[config.mk]
export PLATFORM = sky130hd
export DESIGN_NAME = histPeakFinder
export DESIGN_NICKNAME = d
export VERILOG_FILES = /design/src/design/histPkg.sv /design/src/design/sampleDecoder.sv /design/src/design/binAccumulator.sv /design/src/design/peakTracker.sv /design/src/design/histPeakFinder.sv
export SDC_FILE = /design/constraint.sdc
export NUM_CORES = 1
export LEC_CHECK = 0
export BUFFER_PORTS_ARGS = -buffer_cell sky130_fd_sc_hd__buf_2
export CAP_MARGIN = 15
export CELL_PAD_IN_SITES_DETAIL_PLACEMENT = 1
export CELL_PAD_IN_SITES_GLOBAL_PLACEMENT = 1
export CORE_ASPECT_RATIO = 0.5
export CORE_UTILIZATION = 55
export CTS_BUF_LIST = sky130_fd_sc_hd__clkbuf_8
export DETAILED_ROUTE_END_ITERATION = 8
export GPL_TIMING_DRIVEN = 0
export PLACE_DENSITY = 0.87
export SLEW_MARGIN = 0
export SYNTH_ARGS = -nofsm -noshare
export SYNTH_HDL_FRONTEND = slang
export SYNTH_SLANG_ARGS = --single-unit
[constraint.sdc]
create_clock -name clk -period 7.95 [get_ports clk]
set_clock_uncertainty 0.1 [all_clocks]
set_input_delay 2.385 -clock clk [delete_from_list [all_inputs] [get_ports clk]]
set_output_delay 2.385 -clock clk [all_outputs]
set_load 0.05 [all_outputs]
[src/design/histPkg.sv]
`default_nettype none

package histPkg;

    // sample word and coarse bin geometry
    localparam int SAMPLE_W = 12;
    localparam int BIN_W = 4;
    localparam int BIN_NUM = 1 << BIN_W;

    // bits below the coarse bin index
    localparam int FINE_SHIFT = SAMPLE_W - BIN_W;

    // per-bin counter
    localparam int COUNT_W = 8;

    // stream order within one pass
    localparam int SAMPLES_PER_PIXEL = 4;
    localparam int PIXEL_NUM = 2;
    localparam int ACQ_NUM = 2;

    // counter widths, never below one bit
    localparam int PIXEL_W = (PIXEL_NUM > 1) ? $clog2(PIXEL_NUM) : 1;
    localparam int SAMPLE_CNT_W = (SAMPLES_PER_PIXEL > 1) ? $clog2(SAMPLES_PER_PIXEL) : 1;
    localparam int ACQ_W = (ACQ_NUM > 1) ? $clog2(ACQ_NUM) : 1;

    // fine window spans one full histogram of one-lsb bins
    localparam int WINDOW_HALF = BIN_NUM / 2;

endpackage

`default_nettype wire

[src/design/sampleDecoder.sv]
`timescale 1ns/1ps
`default_nettype none

module sampleDecoder import histPkg::*; (
    input wire clk,
    input wire combin_res,
    input wire sampleValid,
    input wire [SAMPLE_W-1:0] sampleData,
    input wire [BIN_W-1:0] coarsePeakBin,
    output logic decValid,
    output logic [PIXEL_W-1:0] decPixel,
    output logic [BIN_W-1:0] decBin,
    output logic decHit,
    output logic decLast,
    output logic decPassEnd,
    output logic decFine
);

    // position of the incoming sample inside the pass
    logic [SAMPLE_CNT_W-1:0] sampleCnt;
    logic [PIXEL_W-1:0] pixelCnt;
    logic [ACQ_W-1:0] acqCnt;
    // low in coarse pass, high in fine pass
    logic passFine;

    // counter end flags
    logic sampleWrap;
    logic pixelWrap;
    logic acqWrap;

    // accepted sample held with its item
    logic [SAMPLE_W-1:0] sampleReg;

    // fine window of the item's pixel
    logic [SAMPLE_W-1:0] windowLow;
    logic [SAMPLE_W-1:0] fineOffset;
    logic inWindow;

    assign sampleWrap = sampleCnt == SAMPLE_CNT_W'(SAMPLES_PER_PIXEL - 1);
    assign pixelWrap = pixelCnt == PIXEL_W'(PIXEL_NUM - 1);
    assign acqWrap = acqCnt == ACQ_W'(ACQ_NUM - 1);

    // sample -> pixel -> acquisition chain
    // pass flips after the last acquisition
    always_ff @(posedge clk or negedge combin_res) begin
        if (!combin_res) begin
            sampleCnt <= '0;
            pixelCnt <= '0;
            acqCnt <= '0;
            passFine <= 1'b0;
        end else if (sampleValid) begin
            if (!sampleWrap) begin
                sampleCnt <= sampleCnt + 1'b1;
            end else begin
                sampleCnt <= '0;
                if (!pixelWrap) begin
                    pixelCnt <= pixelCnt + 1'b1;
                end else begin
                    pixelCnt <= '0;
                    if (!acqWrap) begin
                        acqCnt <= acqCnt + 1'b1;
                    end else begin
                        acqCnt <= '0;
                        passFine <= !passFine;
                    end
                end
            end
        end
    end

    // item flags pulse only for accepted samples
    always_ff @(posedge clk or negedge combin_res) begin
        if (!combin_res) begin
            decValid <= 1'b0;
            decLast <= 1'b0;
            decPassEnd <= 1'b0;
            decFine <= 1'b0;
        end else begin
            decValid <= sampleValid;
            // last sample of a pixel in the final acquisition
            decLast <= sampleValid && sampleWrap && acqWrap;
            decPassEnd <= sampleValid && sampleWrap && pixelWrap && acqWrap;
            if (sampleValid) begin
                decFine <= passFine;
            end
        end
    end

    // item payload
    always_ff @(posedge clk) begin
        if (sampleValid) begin
            sampleReg <= sampleData;
            decPixel <= pixelCnt;
        end
    end

    // coarse peak scaled up and centred on the middle of that coarse bin
    assign windowLow = (SAMPLE_W'(coarsePeakBin) << FINE_SHIFT)
                     + SAMPLE_W'(1 << (FINE_SHIFT - 1))
                     - SAMPLE_W'(WINDOW_HALF);
    assign fineOffset = sampleReg - windowLow;
    // offset only meaningful once sample is at or above the bound
    assign inWindow = (sampleReg >= windowLow)
                   && (fineOffset <= SAMPLE_W'(2 * WINDOW_HALF - 1));

    // bin select per pass
    always_comb begin
        if (decFine) begin
            decBin = inWindow ? fineOffset[BIN_W-1:0] : '0;
            decHit = inWindow;
        end else begin
            // coarse bin is the top of the word
            decBin = sampleReg[SAMPLE_W-1 -: BIN_W];
            decHit = 1'b1;
        end
    end

    // pass end item belongs to the last pixel of the last acquisition
    passEndOnLastPixel: assert property (
        @(posedge clk) disable iff (!combin_res)
            decPassEnd |-> decLast && (decPixel == PIXEL_W'(PIXEL_NUM - 1))
    );

endmodule

`default_nettype wire

[src/design/binAccumulator.sv]
`timescale 1ns/1ps
`default_nettype none

module binAccumulator import histPkg::*; (
    input wire clk,
    input wire combin_res,
    input wire decValid,
    input wire [PIXEL_W-1:0] decPixel,
    input wire [BIN_W-1:0] decBin,
    input wire decHit,
    input wire decLast,
    input wire decPassEnd,
    input wire decFine,
    output logic accValid,
    output logic [PIXEL_W-1:0] accPixel,
    output logic [BIN_W-1:0] accBin,
    output logic accHit,
    output logic accLast,
    output logic accPassEnd,
    output logic accFine,
    output logic [COUNT_W-1:0] accCount
);

    // one histogram per pixel
    logic [COUNT_W-1:0] countMem [PIXEL_NUM][BIN_NUM];
    // cleared bit marks the bin empty, whatever countMem still holds
    logic [BIN_NUM-1:0] binValid [PIXEL_NUM];

    // read side of the addressed bin
    logic [COUNT_W-1:0] curCount;
    logic curValid;
    logic [COUNT_W-1:0] newCount;
    logic doCount;

    assign doCount = decValid && decHit;
    assign curCount = countMem[decPixel][decBin];
    assign curValid = binValid[decPixel][decBin];
    // first hit after a clear restarts at one
    assign newCount = curValid ? curCount + 1'b1 : COUNT_W'(1);

    // valid bits, whole table cleared at pass end
    always_ff @(posedge clk or negedge combin_res) begin
        if (!combin_res) begin
            for (int p = 0; p < PIXEL_NUM; p++) begin
                binValid[p] <= '0;
            end
        end else begin
            if (doCount) begin
                binValid[decPixel][decBin] <= 1'b1;
            end
            // clear wins over the set of the final sample
            if (decValid && decPassEnd) begin
                for (int p = 0; p < PIXEL_NUM; p++) begin
                    binValid[p] <= '0;
                end
            end
        end
    end

    // count storage
    always_ff @(posedge clk) begin
        if (doCount) begin
            countMem[decPixel][decBin] <= newCount;
        end
    end

    // item flags forwarded one stage
    always_ff @(posedge clk or negedge combin_res) begin
        if (!combin_res) begin
            accValid <= 1'b0;
            accHit <= 1'b0;
            accLast <= 1'b0;
            accPassEnd <= 1'b0;
        end else begin
            accValid <= decValid;
            accHit <= doCount;
            accLast <= decValid && decLast;
            accPassEnd <= decValid && decPassEnd;
        end
    end

    // item payload with the updated count
    always_ff @(posedge clk) begin
        if (decValid) begin
            accPixel <= decPixel;
            accBin <= decBin;
            accFine <= decFine;
            accCount <= decHit ? newCount : '0;
        end
    end

    // a counted sample never leaves a zero count behind
    noCountWrap: assert property (
        @(posedge clk) disable iff (!combin_res) doCount |=> (accCount != '0)
    );

endmodule

`default_nettype wire

[src/design/peakTracker.sv]
`timescale 1ns/1ps
`default_nettype none

module peakTracker import histPkg::*; (
    input wire clk,
    input wire combin_res,
    input wire accValid,
    input wire [PIXEL_W-1:0] accPixel,
    input wire [BIN_W-1:0] accBin,
    input wire accHit,
    input wire accLast,
    input wire accPassEnd,
    input wire accFine,
    input wire [COUNT_W-1:0] accCount,
    input wire [PIXEL_W-1:0] decPixel,
    output logic [BIN_W-1:0] coarsePeakBin,
    output logic peakValid,
    output logic [PIXEL_W-1:0] peakPixel,
    output logic peakFine,
    output logic [BIN_W-1:0] peakBin
);

    // running maximum and its bin, per pixel
    logic [COUNT_W-1:0] runMax [PIXEL_NUM];
    logic [BIN_W-1:0] runBin [PIXEL_NUM];
    // coarse peaks kept for the following fine pass
    logic [BIN_W-1:0] coarseTable [PIXEL_NUM];

    logic newMax;
    logic [BIN_W-1:0] bestBin;
    logic reportNow;

    // strict compare, so a tie keeps the bin that got there first
    assign newMax = accValid && accHit && (accCount > runMax[accPixel]);
    // peak including the current item
    assign bestBin = newMax ? accBin : runBin[accPixel];
    assign reportNow = accValid && accLast;

    // window source for the item sitting in the decoder
    assign coarsePeakBin = coarseTable[decPixel];

    always_ff @(posedge clk or negedge combin_res) begin
        if (!combin_res) begin
            for (int p = 0; p < PIXEL_NUM; p++) begin
                runMax[p] <= '0;
                runBin[p] <= '0;
                coarseTable[p] <= '0;
            end
        end else begin
            // coarse result latched for the fine window
            if (reportNow && !accFine) begin
                coarseTable[accPixel] <= bestBin;
            end
            if (accValid && accPassEnd) begin
                // fresh maxima for every pixel in the next pass
                for (int p = 0; p < PIXEL_NUM; p++) begin
                    runMax[p] <= '0;
                    runBin[p] <= '0;
                end
            end else if (reportNow) begin
                // pixel done for this pass, empty pixel reports bin 0 next time
                runMax[accPixel] <= '0;
                runBin[accPixel] <= '0;
            end else if (newMax) begin
                runMax[accPixel] <= accCount;
                runBin[accPixel] <= accBin;
            end
        end
    end

    // report strobe
    always_ff @(posedge clk or negedge combin_res) begin
        if (!combin_res) begin
            peakValid <= 1'b0;
        end else begin
            peakValid <= reportNow;
        end
    end

    // report payload
    always_ff @(posedge clk) begin
        if (reportNow) begin
            peakPixel <= accPixel;
            peakFine <= accFine;
            peakBin <= bestBin;
        end
    end

    // reports are separated by at least one pixel's worth of samples
    singleReport: assert property (
        @(posedge clk) disable iff (!combin_res) peakValid |=> !peakValid
    );

endmodule

`default_nettype wire

[src/design/histPeakFinder.sv]
`timescale 1ns/1ps
`default_nettype none

module histPeakFinder import histPkg::*; (
    input wire clk,
    input wire combin_res,
    input wire sampleValid,
    input wire [SAMPLE_W-1:0] sampleData,
    output logic peakValid,
    output logic [PIXEL_W-1:0] peakPixel,
    output logic peakFine,
    output logic [BIN_W-1:0] peakBin
);

    // decoder item
    logic decValid;
    logic [PIXEL_W-1:0] decPixel;
    logic [BIN_W-1:0] decBin;
    logic decHit;
    logic decLast;
    logic decPassEnd;
    logic decFine;

    // accumulator item
    logic accValid;
    logic [PIXEL_W-1:0] accPixel;
    logic [BIN_W-1:0] accBin;
    logic accHit;
    logic accLast;
    logic accPassEnd;
    logic accFine;
    logic [COUNT_W-1:0] accCount;

    // coarse peak fed back for the fine window
    logic [BIN_W-1:0] coarsePeakBin;

    sampleDecoder i_decoder (
        .clk(clk),
        .combin_res(combin_res),
        .sampleValid(sampleValid),
        .sampleData(sampleData),
        .coarsePeakBin(coarsePeakBin),
        .decValid(decValid),
        .decPixel(decPixel),
        .decBin(decBin),
        .decHit(decHit),
        .decLast(decLast),
        .decPassEnd(decPassEnd),
        .decFine(decFine)
    );

    binAccumulator i_accumulator (
        .clk(clk),
        .combin_res(combin_res),
        .decValid(decValid),
        .decPixel(decPixel),
        .decBin(decBin),
        .decHit(decHit),
        .decLast(decLast),
        .decPassEnd(decPassEnd),
        .decFine(decFine),
        .accValid(accValid),
        .accPixel(accPixel),
        .accBin(accBin),
        .accHit(accHit),
        .accLast(accLast),
        .accPassEnd(accPassEnd),
        .accFine(accFine),
        .accCount(accCount)
    );

    peakTracker i_tracker (
        .clk(clk),
        .combin_res(combin_res),
        .accValid(accValid),
        .accPixel(accPixel),
        .accBin(accBin),
        .accHit(accHit),
        .accLast(accLast),
        .accPassEnd(accPassEnd),
        .accFine(accFine),
        .accCount(accCount),
        .decPixel(decPixel),
        .coarsePeakBin(coarsePeakBin),
        .peakValid(peakValid),
        .peakPixel(peakPixel),
        .peakFine(peakFine),
        .peakBin(peakBin)
    );

endmodule

`default_nettype wire

Yosys cells after proc, flatten, opt, wreduce, memory -nomap -nowiden
Memory sizes are Yosys's and may differ from the RTL's. A register that Yosys moved wholly into a read port is not among the register bits.
Index checks and enable logic that the tools add are counted.

word-level totals
  bits in registers = 111
  memory bits (writable) = 256
  bits of input ports = 15
  output and inout bits = 7
  word-level logic and storage cells = 131
  memories kept = 1

memory list
  memory                  depth  width  rd ports  clocked after Yosys merged registers in  write ports  RTL line              source
  i_accumulator.countMem  2      128    1         1                                        1            binAccumulator.sv:25  logic [COUNT_W-1:0] countMem [PIXEL_NUM][BIN_NUM];

cells by class
  add/sub/neg operators = 7
  magnitude comparators = 11
  equal/unequal tests = 1
  muxes and demuxes = 49
  bitwise operators = 8
  reduce and logical (&&, ||, !) cells = 24

operators with widths
  cell                                                                    number
  128-bit 2-to-1 mux                                                      1
  16-bit 2-to-1 mux                                                       7
  8-bit 2-to-1 mux                                                        11
  32-bit 2-to-1 mux                                                       2
  4-bit 2-to-1 mux                                                        10
  8-bit binary-select mux with 4-bit select                               1
  8-bit demux with 4-bit select                                           1
  32-bit OR                                                               1
  1-bit logical AND                                                       17
  16-bit AND                                                              1
  16-bit bitwise mux                                                      1
  8-bit bitwise mux                                                       2
  16-bit demux with 1-bit select                                          1
  16-bit inverter                                                         1
  12-bit by 8-bit adder with 12-bit output, second input constant         1
  12-bit greater-or-equal comparator                                      1
  12-bit by 4-bit <= comparator with 1-bit output, second input constant  1
  12-bit subtractor                                                       1
  12-bit by 4-bit subtractor with 12-bit output, second input constant    1
  8-bit by 1-bit adder with 8-bit output, second input constant           1
  8-bit AND                                                               1
  8-bit demux with 1-bit select                                           1
  8-bit > comparator                                                      1
  8-bit inverter                                                          1
  other kinds (22)                                                        33

Longest topological paths before layout
  depth after elaboration = 20
  depth in mapped cells = 20

By module
Synthesis repeated with hierarchy kept, for this count alone.

unflattened totals
  cell total of the unflattened synthesis = 937
  area total of the unflattened synthesis = 15517.4 um^2

by module, submodules not included
  module          times used  cells each  area an instance (um^2)  sequential area each (um^2)
  binAccumulator  1           613         12064.1                  9008.6
  peakTracker     1           244         2428.6                   1006.0
  sampleDecoder   1           80          1024.7                   615.6

Worst setup path before layout
OpenSTA, ideal clock, no wires.

  path type = register to register
  from = register i_decoder.decPixel
  to = memory i_accumulator.countMem[0][102] in the netlist's numbering, data pin
  library setup time = 0.377 ns
  arrival = 5.813 ns
  slack = 1.660 ns
  stages on the path, launching flop included = 20
  buffers on the path = 5
  clock period less this slack = 6.290 ns
  cells stage by stage = edfxtp_1 -> clkbuf_1 -> buf_1 -> clkbuf_1 -> mux2i_1 -> ha_1 -> a21oi_1 -> mux2_2 -> or4_1 -> buf_2 -> nand2_4 -> buf_8 -> o22ai_1 -> a221o_1 -> or4_4 -> nor2_1 -> ha_1 -> nand2_1 -> or3_1 -> a21oi_1

on the way
  longest elaborated chain between the ends = 17
  elaborated cells between the ends (all ways) = 23
  those cells by class = add/sub: 4; order compare: 2; mux: 14; bitwise: 2; reduce/logical: 1

RTL lines
  what                                                        RTL line                                 source
  start, declared                                             sampleDecoder.sv:11                      output logic [PIXEL_W-1:0] decPixel,
  start signal, assigned                                      sampleDecoder.sv:93                      decPixel <= pixelCnt;
  1-bit inverter with 2-bit output (not written as such) (*)  binAccumulator.sv:37, peakTracker.sv:40
  4-bit 2-to-1 mux (not written as such) (3 in series)        peakTracker.sv:40                        assign coarsePeakBin = coarseTable[decPixel];
  12-bit by 8-bit adder with 12-bit output                    sampleDecoder.sv:99                      + SAMPLE_W'(1 << (FINE_SHIFT - 1))
  12-bit by 4-bit subtractor with 12-bit output               sampleDecoder.sv:100                     - SAMPLE_W'(WINDOW_HALF);
  12-bit subtractor                                           sampleDecoder.sv:101                     assign fineOffset = sampleReg - windowLow;
  12-bit by 4-bit <= comparator with 1-bit output             sampleDecoder.sv:104                     && (fineOffset <= SAMPLE_W'(2 * WINDOW_HALF - 1));
  1-bit logical AND                                           sampleDecoder.sv:104
  4-bit 2-to-1 mux                                            sampleDecoder.sv:109                     decBin = inWindow ? fineOffset[BIN_W-1:0] : '0;
  4-bit 2-to-1 mux                                            sampleDecoder.sv:108                     if (decFine) begin
  4-bit inverter with 5-bit output (not written as such)      binAccumulator.sv:36                     assign curCount = countMem[decPixel][decBin];
  8-bit binary-select mux with 4-bit select                   binAccumulator.sv:36
  8-bit 2-to-1 mux (not written as such) (2 in series)        binAccumulator.sv:36
  8-bit by 1-bit adder with 8-bit output                      binAccumulator.sv:39                     assign newCount = curValid ? curCount + 1'b1 : COUNT_W'(1);
  8-bit 2-to-1 mux (*)                                        binAccumulator.sv:39
  named net i_accumulator.newCount[6]                         binAccumulator.sv:32                     logic [COUNT_W-1:0] newCount;
  end, declared                                               binAccumulator.sv:25

Mark *: on every way through the listed nets, which the timed path passes. The rest lies on a longest branch. The select of a mux whose other input is x is not followed.

Worst setup path after layout
  from = register i_decoder.decPixel
  to = memory i_accumulator.countMem[1][102] in the netlist's numbering, data pin

Same word-level chain as after synthesis.

==> metrics.md <==
| Metric | Value |
|---|---|
| Share of cells above drive strength 1 | `19.4%` |
| Final Max Tran Viols | `0` |
| Initial DRC count | `2,094` |
| CP Cell Sequence | `clkbuf_1 -> clkbuf_2 -> clkbuf_2 -> mux2i_1 -> ha_1 -> nor3b_1 -> a2111oi_4 -> o21a_1 -> and4_1 -> buf_2 -> a31oi_1 -> nand2_1 -> nor2_1 -> or4_4 -> nor2_1 -> ha_1 -> nand2_1 -> or3_1 -> a21oi_4 -> buf_8` |
| Sum Neg Setup Slack | `-0.309 ns` |
| Most common cell after layout, fill and taps aside | `edfxtp_1` |
| Remaining antenna violation count after routing | `0` |
| Top FF cell, synth | `edfxtp_1` |
| Post-layout power | `7.40 mW` |
| Slew HR | `7.57%` |
| Post-Synthesis Net Count | `1,114` |
| Routability cong. | `0.938` |
| Synth unique cells | `80` |
| Area delta synth->final | `13.3%` |
| Seq/Total Area, Yosys | `68.1%` |
| Vias per cell | `7.27` |
| Violated checks | `setup timing` |
| Post-route DRC | `0` |
| Hold buffer count at cts | `0` |
| Switching share of total power | `39.2%` |
| Clk buf depth | `3` |
| Outcome | `complete, but fails checks` |
| Worst setup SP type | `flop` |
| P per Cell Area | `418 nW/µm²` |
| Final WL | `57,000 µm` |
| YS warnings | `0` |
| Hold depth | `0` |
| Critical Path Stages | `20` |
| First-pass GRT wire length | `81,300 µm` |
| I/O pins | `22` |
| Logic pwr share | `36.7%` |
| H-tree Lvls | `2` |
| Clock root buffer | `clkbuf_8` |
| CTS Sinks | `368` |
| Nets@finish | `1,208` |
| Required time at the worst-slack endpoint | `8.29 ns` |
| Dpl hpwl | `33,500 µm` |
| Final Critical Period | `7.98 ns` |
| GR Util All Layers | `39.5%` |
| Worst-path clk slew | `0.07 ns` |
| Hold WC Path Type | `flop to flop` |
| VDD IR-drop max | `0.235 mV` |
| CTS tree | `done` |
| Worst Path Max Fanout | `21` |
| CP max stage delay | `0.58 ns` |
| Vias in the first global route | `12,100` |
| Final number of setup-violating endpoints | `20` |
| Post-synthesis cell count | `1,084` |
| CP Capture Type | `flop` |
| GRT Residual Overflow | `0` |
| Starting density of the core | `56.3%` |
| Final WS setup | `-0.0277 ns` |
| Initial DRT Pass Iterations | `7` |
| Post-synth EDFFs | `289` |
| Reg power frac | `40.5%` |
| Die area | `29,200 µm²` |
| WP buf/inv | `5` |
| CP Data Arrival Time | `8.32 ns` |
| Largest net degree at the start of global routing | `68` |
| PortBufs | `21` |
| Fill count | `2,580` |
| Post-synth ARST share | `21.2%` |
| Clock Power Share | `22.8%` |
| Syn_area_per_cell | `14.4 µm²` |
| Worst R2R Path Depth | `20` |
| CP Class | `flop to flop` |
| Final Hold Viols | `0` |
| Seq cells post-synth | `368` |
| Least-Margin Pin Slew | `1.38 ns` |
| Final period util | `100%` |
| Static leakage | `6.49 nW` |
| Achievable Freq | `125 MHz` |
| Post-Syn Area | `15,600 µm²` |
| CP top delay family | `simple AND/OR/NAND/NOR gates` |
| Hold_ws | `0.360 ns` |
| Slowest cell on crit path | `or4_4` |
| Max Cap Violations | `0` |
| CTS buffer count | `51` |
| Die Width | `241 µm` |
| Die height | `121 µm` |
| Most frequent cells in the layout | `edfxtp_1 (289), nor2_1 (103), dfrtp_1 (78)` |
| Routed WL per cell | `35.6 µm` |
| Rows | `43` |
| Switching pwr | `2.90 mW` |
| Internal power | `4.50 mW` |
| Core ar. | `27,800 µm²` |
| Initial antenna violation count | `0` |
| Worst-Skew Late Latency | `0.64 ns` |
| Vias | `11,600` |
synthesized netlist by cell type (3+ instances only):
cell type  instances  area [µm²]
mux2i_1           66         661
a211o_1            5        43.8
nor2b_1           18         113
nand2b_1          10        62.6
or3_1              3        18.8
nand3_1           22         110
inv_1             13        48.8
nor2_1           107         402
o21ai_0           39         195
a31o_2             4        35.0
buf_1              8        30.0
a22oi_1           33         248
and2_1             8        50.1
a31oi_1            9        56.3
a21oi_1           36         180
nor4_1             6        37.5
buf_2             13        65.1
or4_1              3        22.5
o211ai_1           6        45.0
a21o_1             3        22.5
mux4_2            19         428
o32ai_1            3        26.3
edfxtp_1         289        8680
o22ai_1           16         100
dfrtp_1           78        1950
xnor2_1            4        35.0
clkbuf_1          35         131
nor3_1            21         105
nand2_1           43         161
nand4_1            4        25.0
mux2_2            45         507
o21a_1            18         135
and3_1             7        43.8
nor3b_1            3        22.5
a211oi_1          17         128
ha_1              15         188
cell type report:
type                    count  area, µm²  area share, %
diodes                      1       2.50         0.0141
plain buffers              59        264           1.49
clock buffers              61        840           4.74
clock inverters            33        267           1.50
inverters                  16       61.3          0.346
multi-input cells         641       4800           27.1
flip-flops and latches    368      10700           60.1
well taps                 382        478           2.70
repair buffers             41        369           2.08
routing by layer:
layer	up-vias	routed length, µm	share of wire [%]	global-route usage, %
li1	4376	-	-	-
met1	5770	19600	34	46.7
met2	1183	25200	44	61.1
met3	314	8570	15	16.5
met4	2	3570	6.3	22.5
met5	-	100	0.18	1.96
path summary, 6_finish.rpt:
kind                                        start                             end  slack (ns)
min                        i_accumulator.accPixel             i_tracker.peakPixel        0.36
max reg2reg                    i_decoder.decPixel  i_accumulator.countMem[1][102]       -0.03
min in group asynchronous              combin_res             i_tracker.peakValid        1.52
max                            i_decoder.decPixel  i_accumulator.countMem[1][102]       -0.03
min reg2reg                i_accumulator.accPixel             i_tracker.peakPixel        0.36
max in group asynchronous              combin_res       i_accumulator.binValid[7]        5.61
kinds of logic (layout without fill, tap and decap cells):
| family | Yosys count | after routing | synth area share [%] |
|---|---|---|---|
| buffers and inverters | 75 | 210 | 2.06 |
| AOI/OAI and AO/OA | 219 | 219 | 9.69 |
| other | 0 | 1 | 0 |
| adders and majority gates | 15 | 15 | 1.20 |
| xor gates and xnor gates | 6 | 6 | 0.336 |
| and+or+nand+nor | 271 | 271 | 8.45 |
| muxes | 130 | 130 | 10.2 |
| DFF | 368 | 368 | 68.1 |
registers in the layout, indices dropped and copies added (netlist names), 2 cells and up, named ones only:
register                count
i_accumulator.countMem    256
i_accumulator.binValid     32
i_tracker.runMax           16
i_decoder.sampleReg        12
i_accumulator.accCount      8
i_tracker.coarseTable       8
i_tracker.runBin            8
i_accumulator.accBin        4
i_tracker.peakBin           4
i_decoder.sampleCnt         2
power groups by stage:
stage | logic [mW] | clock network, mW | registers, mW
after floorplan | 1.37 | 0 | 2.97
after global placement | 2.00 | 0 | 3.02
after detailed placement | 2.39 | 0 | 3.02
after CTS | 2.53 | 1.65 | 2.99
after global routing | 2.74 | 1.73 | 3.01
final | 2.72 | 1.69 | 3.00
per-stage QoR:
stage | setup WS (ns) | utilization (%) | instance area (µm²) | instances
global placement | -1.50 | 58.3 | 16200 | 1487
detailed placement | -0.385 | 59.3 | 16500 | 1501
finish | -0.0277 | 63.7 | 17700 | 1602
global route | -0.0893 | 63.7 | 17700 | 1601
CTS | 0.0485 | 63.4 | 17600 | 1596
floorplan | 1.66 | - | 15600 | 1084
worst reg2reg max path: cells and delay by family (launching register included):
| family | cells | cell delay [ns] |
|---|---|---|
| DFF | 1 | 0.56 |
| and+or+nand+nor | 8 | 2.38 |
| muxes | 1 | 0.42 |
| AOI/OAI and AO/OA | 4 | 1.71 |
| adders and majority gates | 2 | 0.67 |
| buffers and inverters | 5 | 1.95 |
timing repair:
item,4_1_cts,5_1_grt
setup endpoints to repair,162,209
gates resized for setup,6,9
pin swaps,1,0
setup buffers,1,0
No activity file was read; power rests on OpenSTA's default activity.
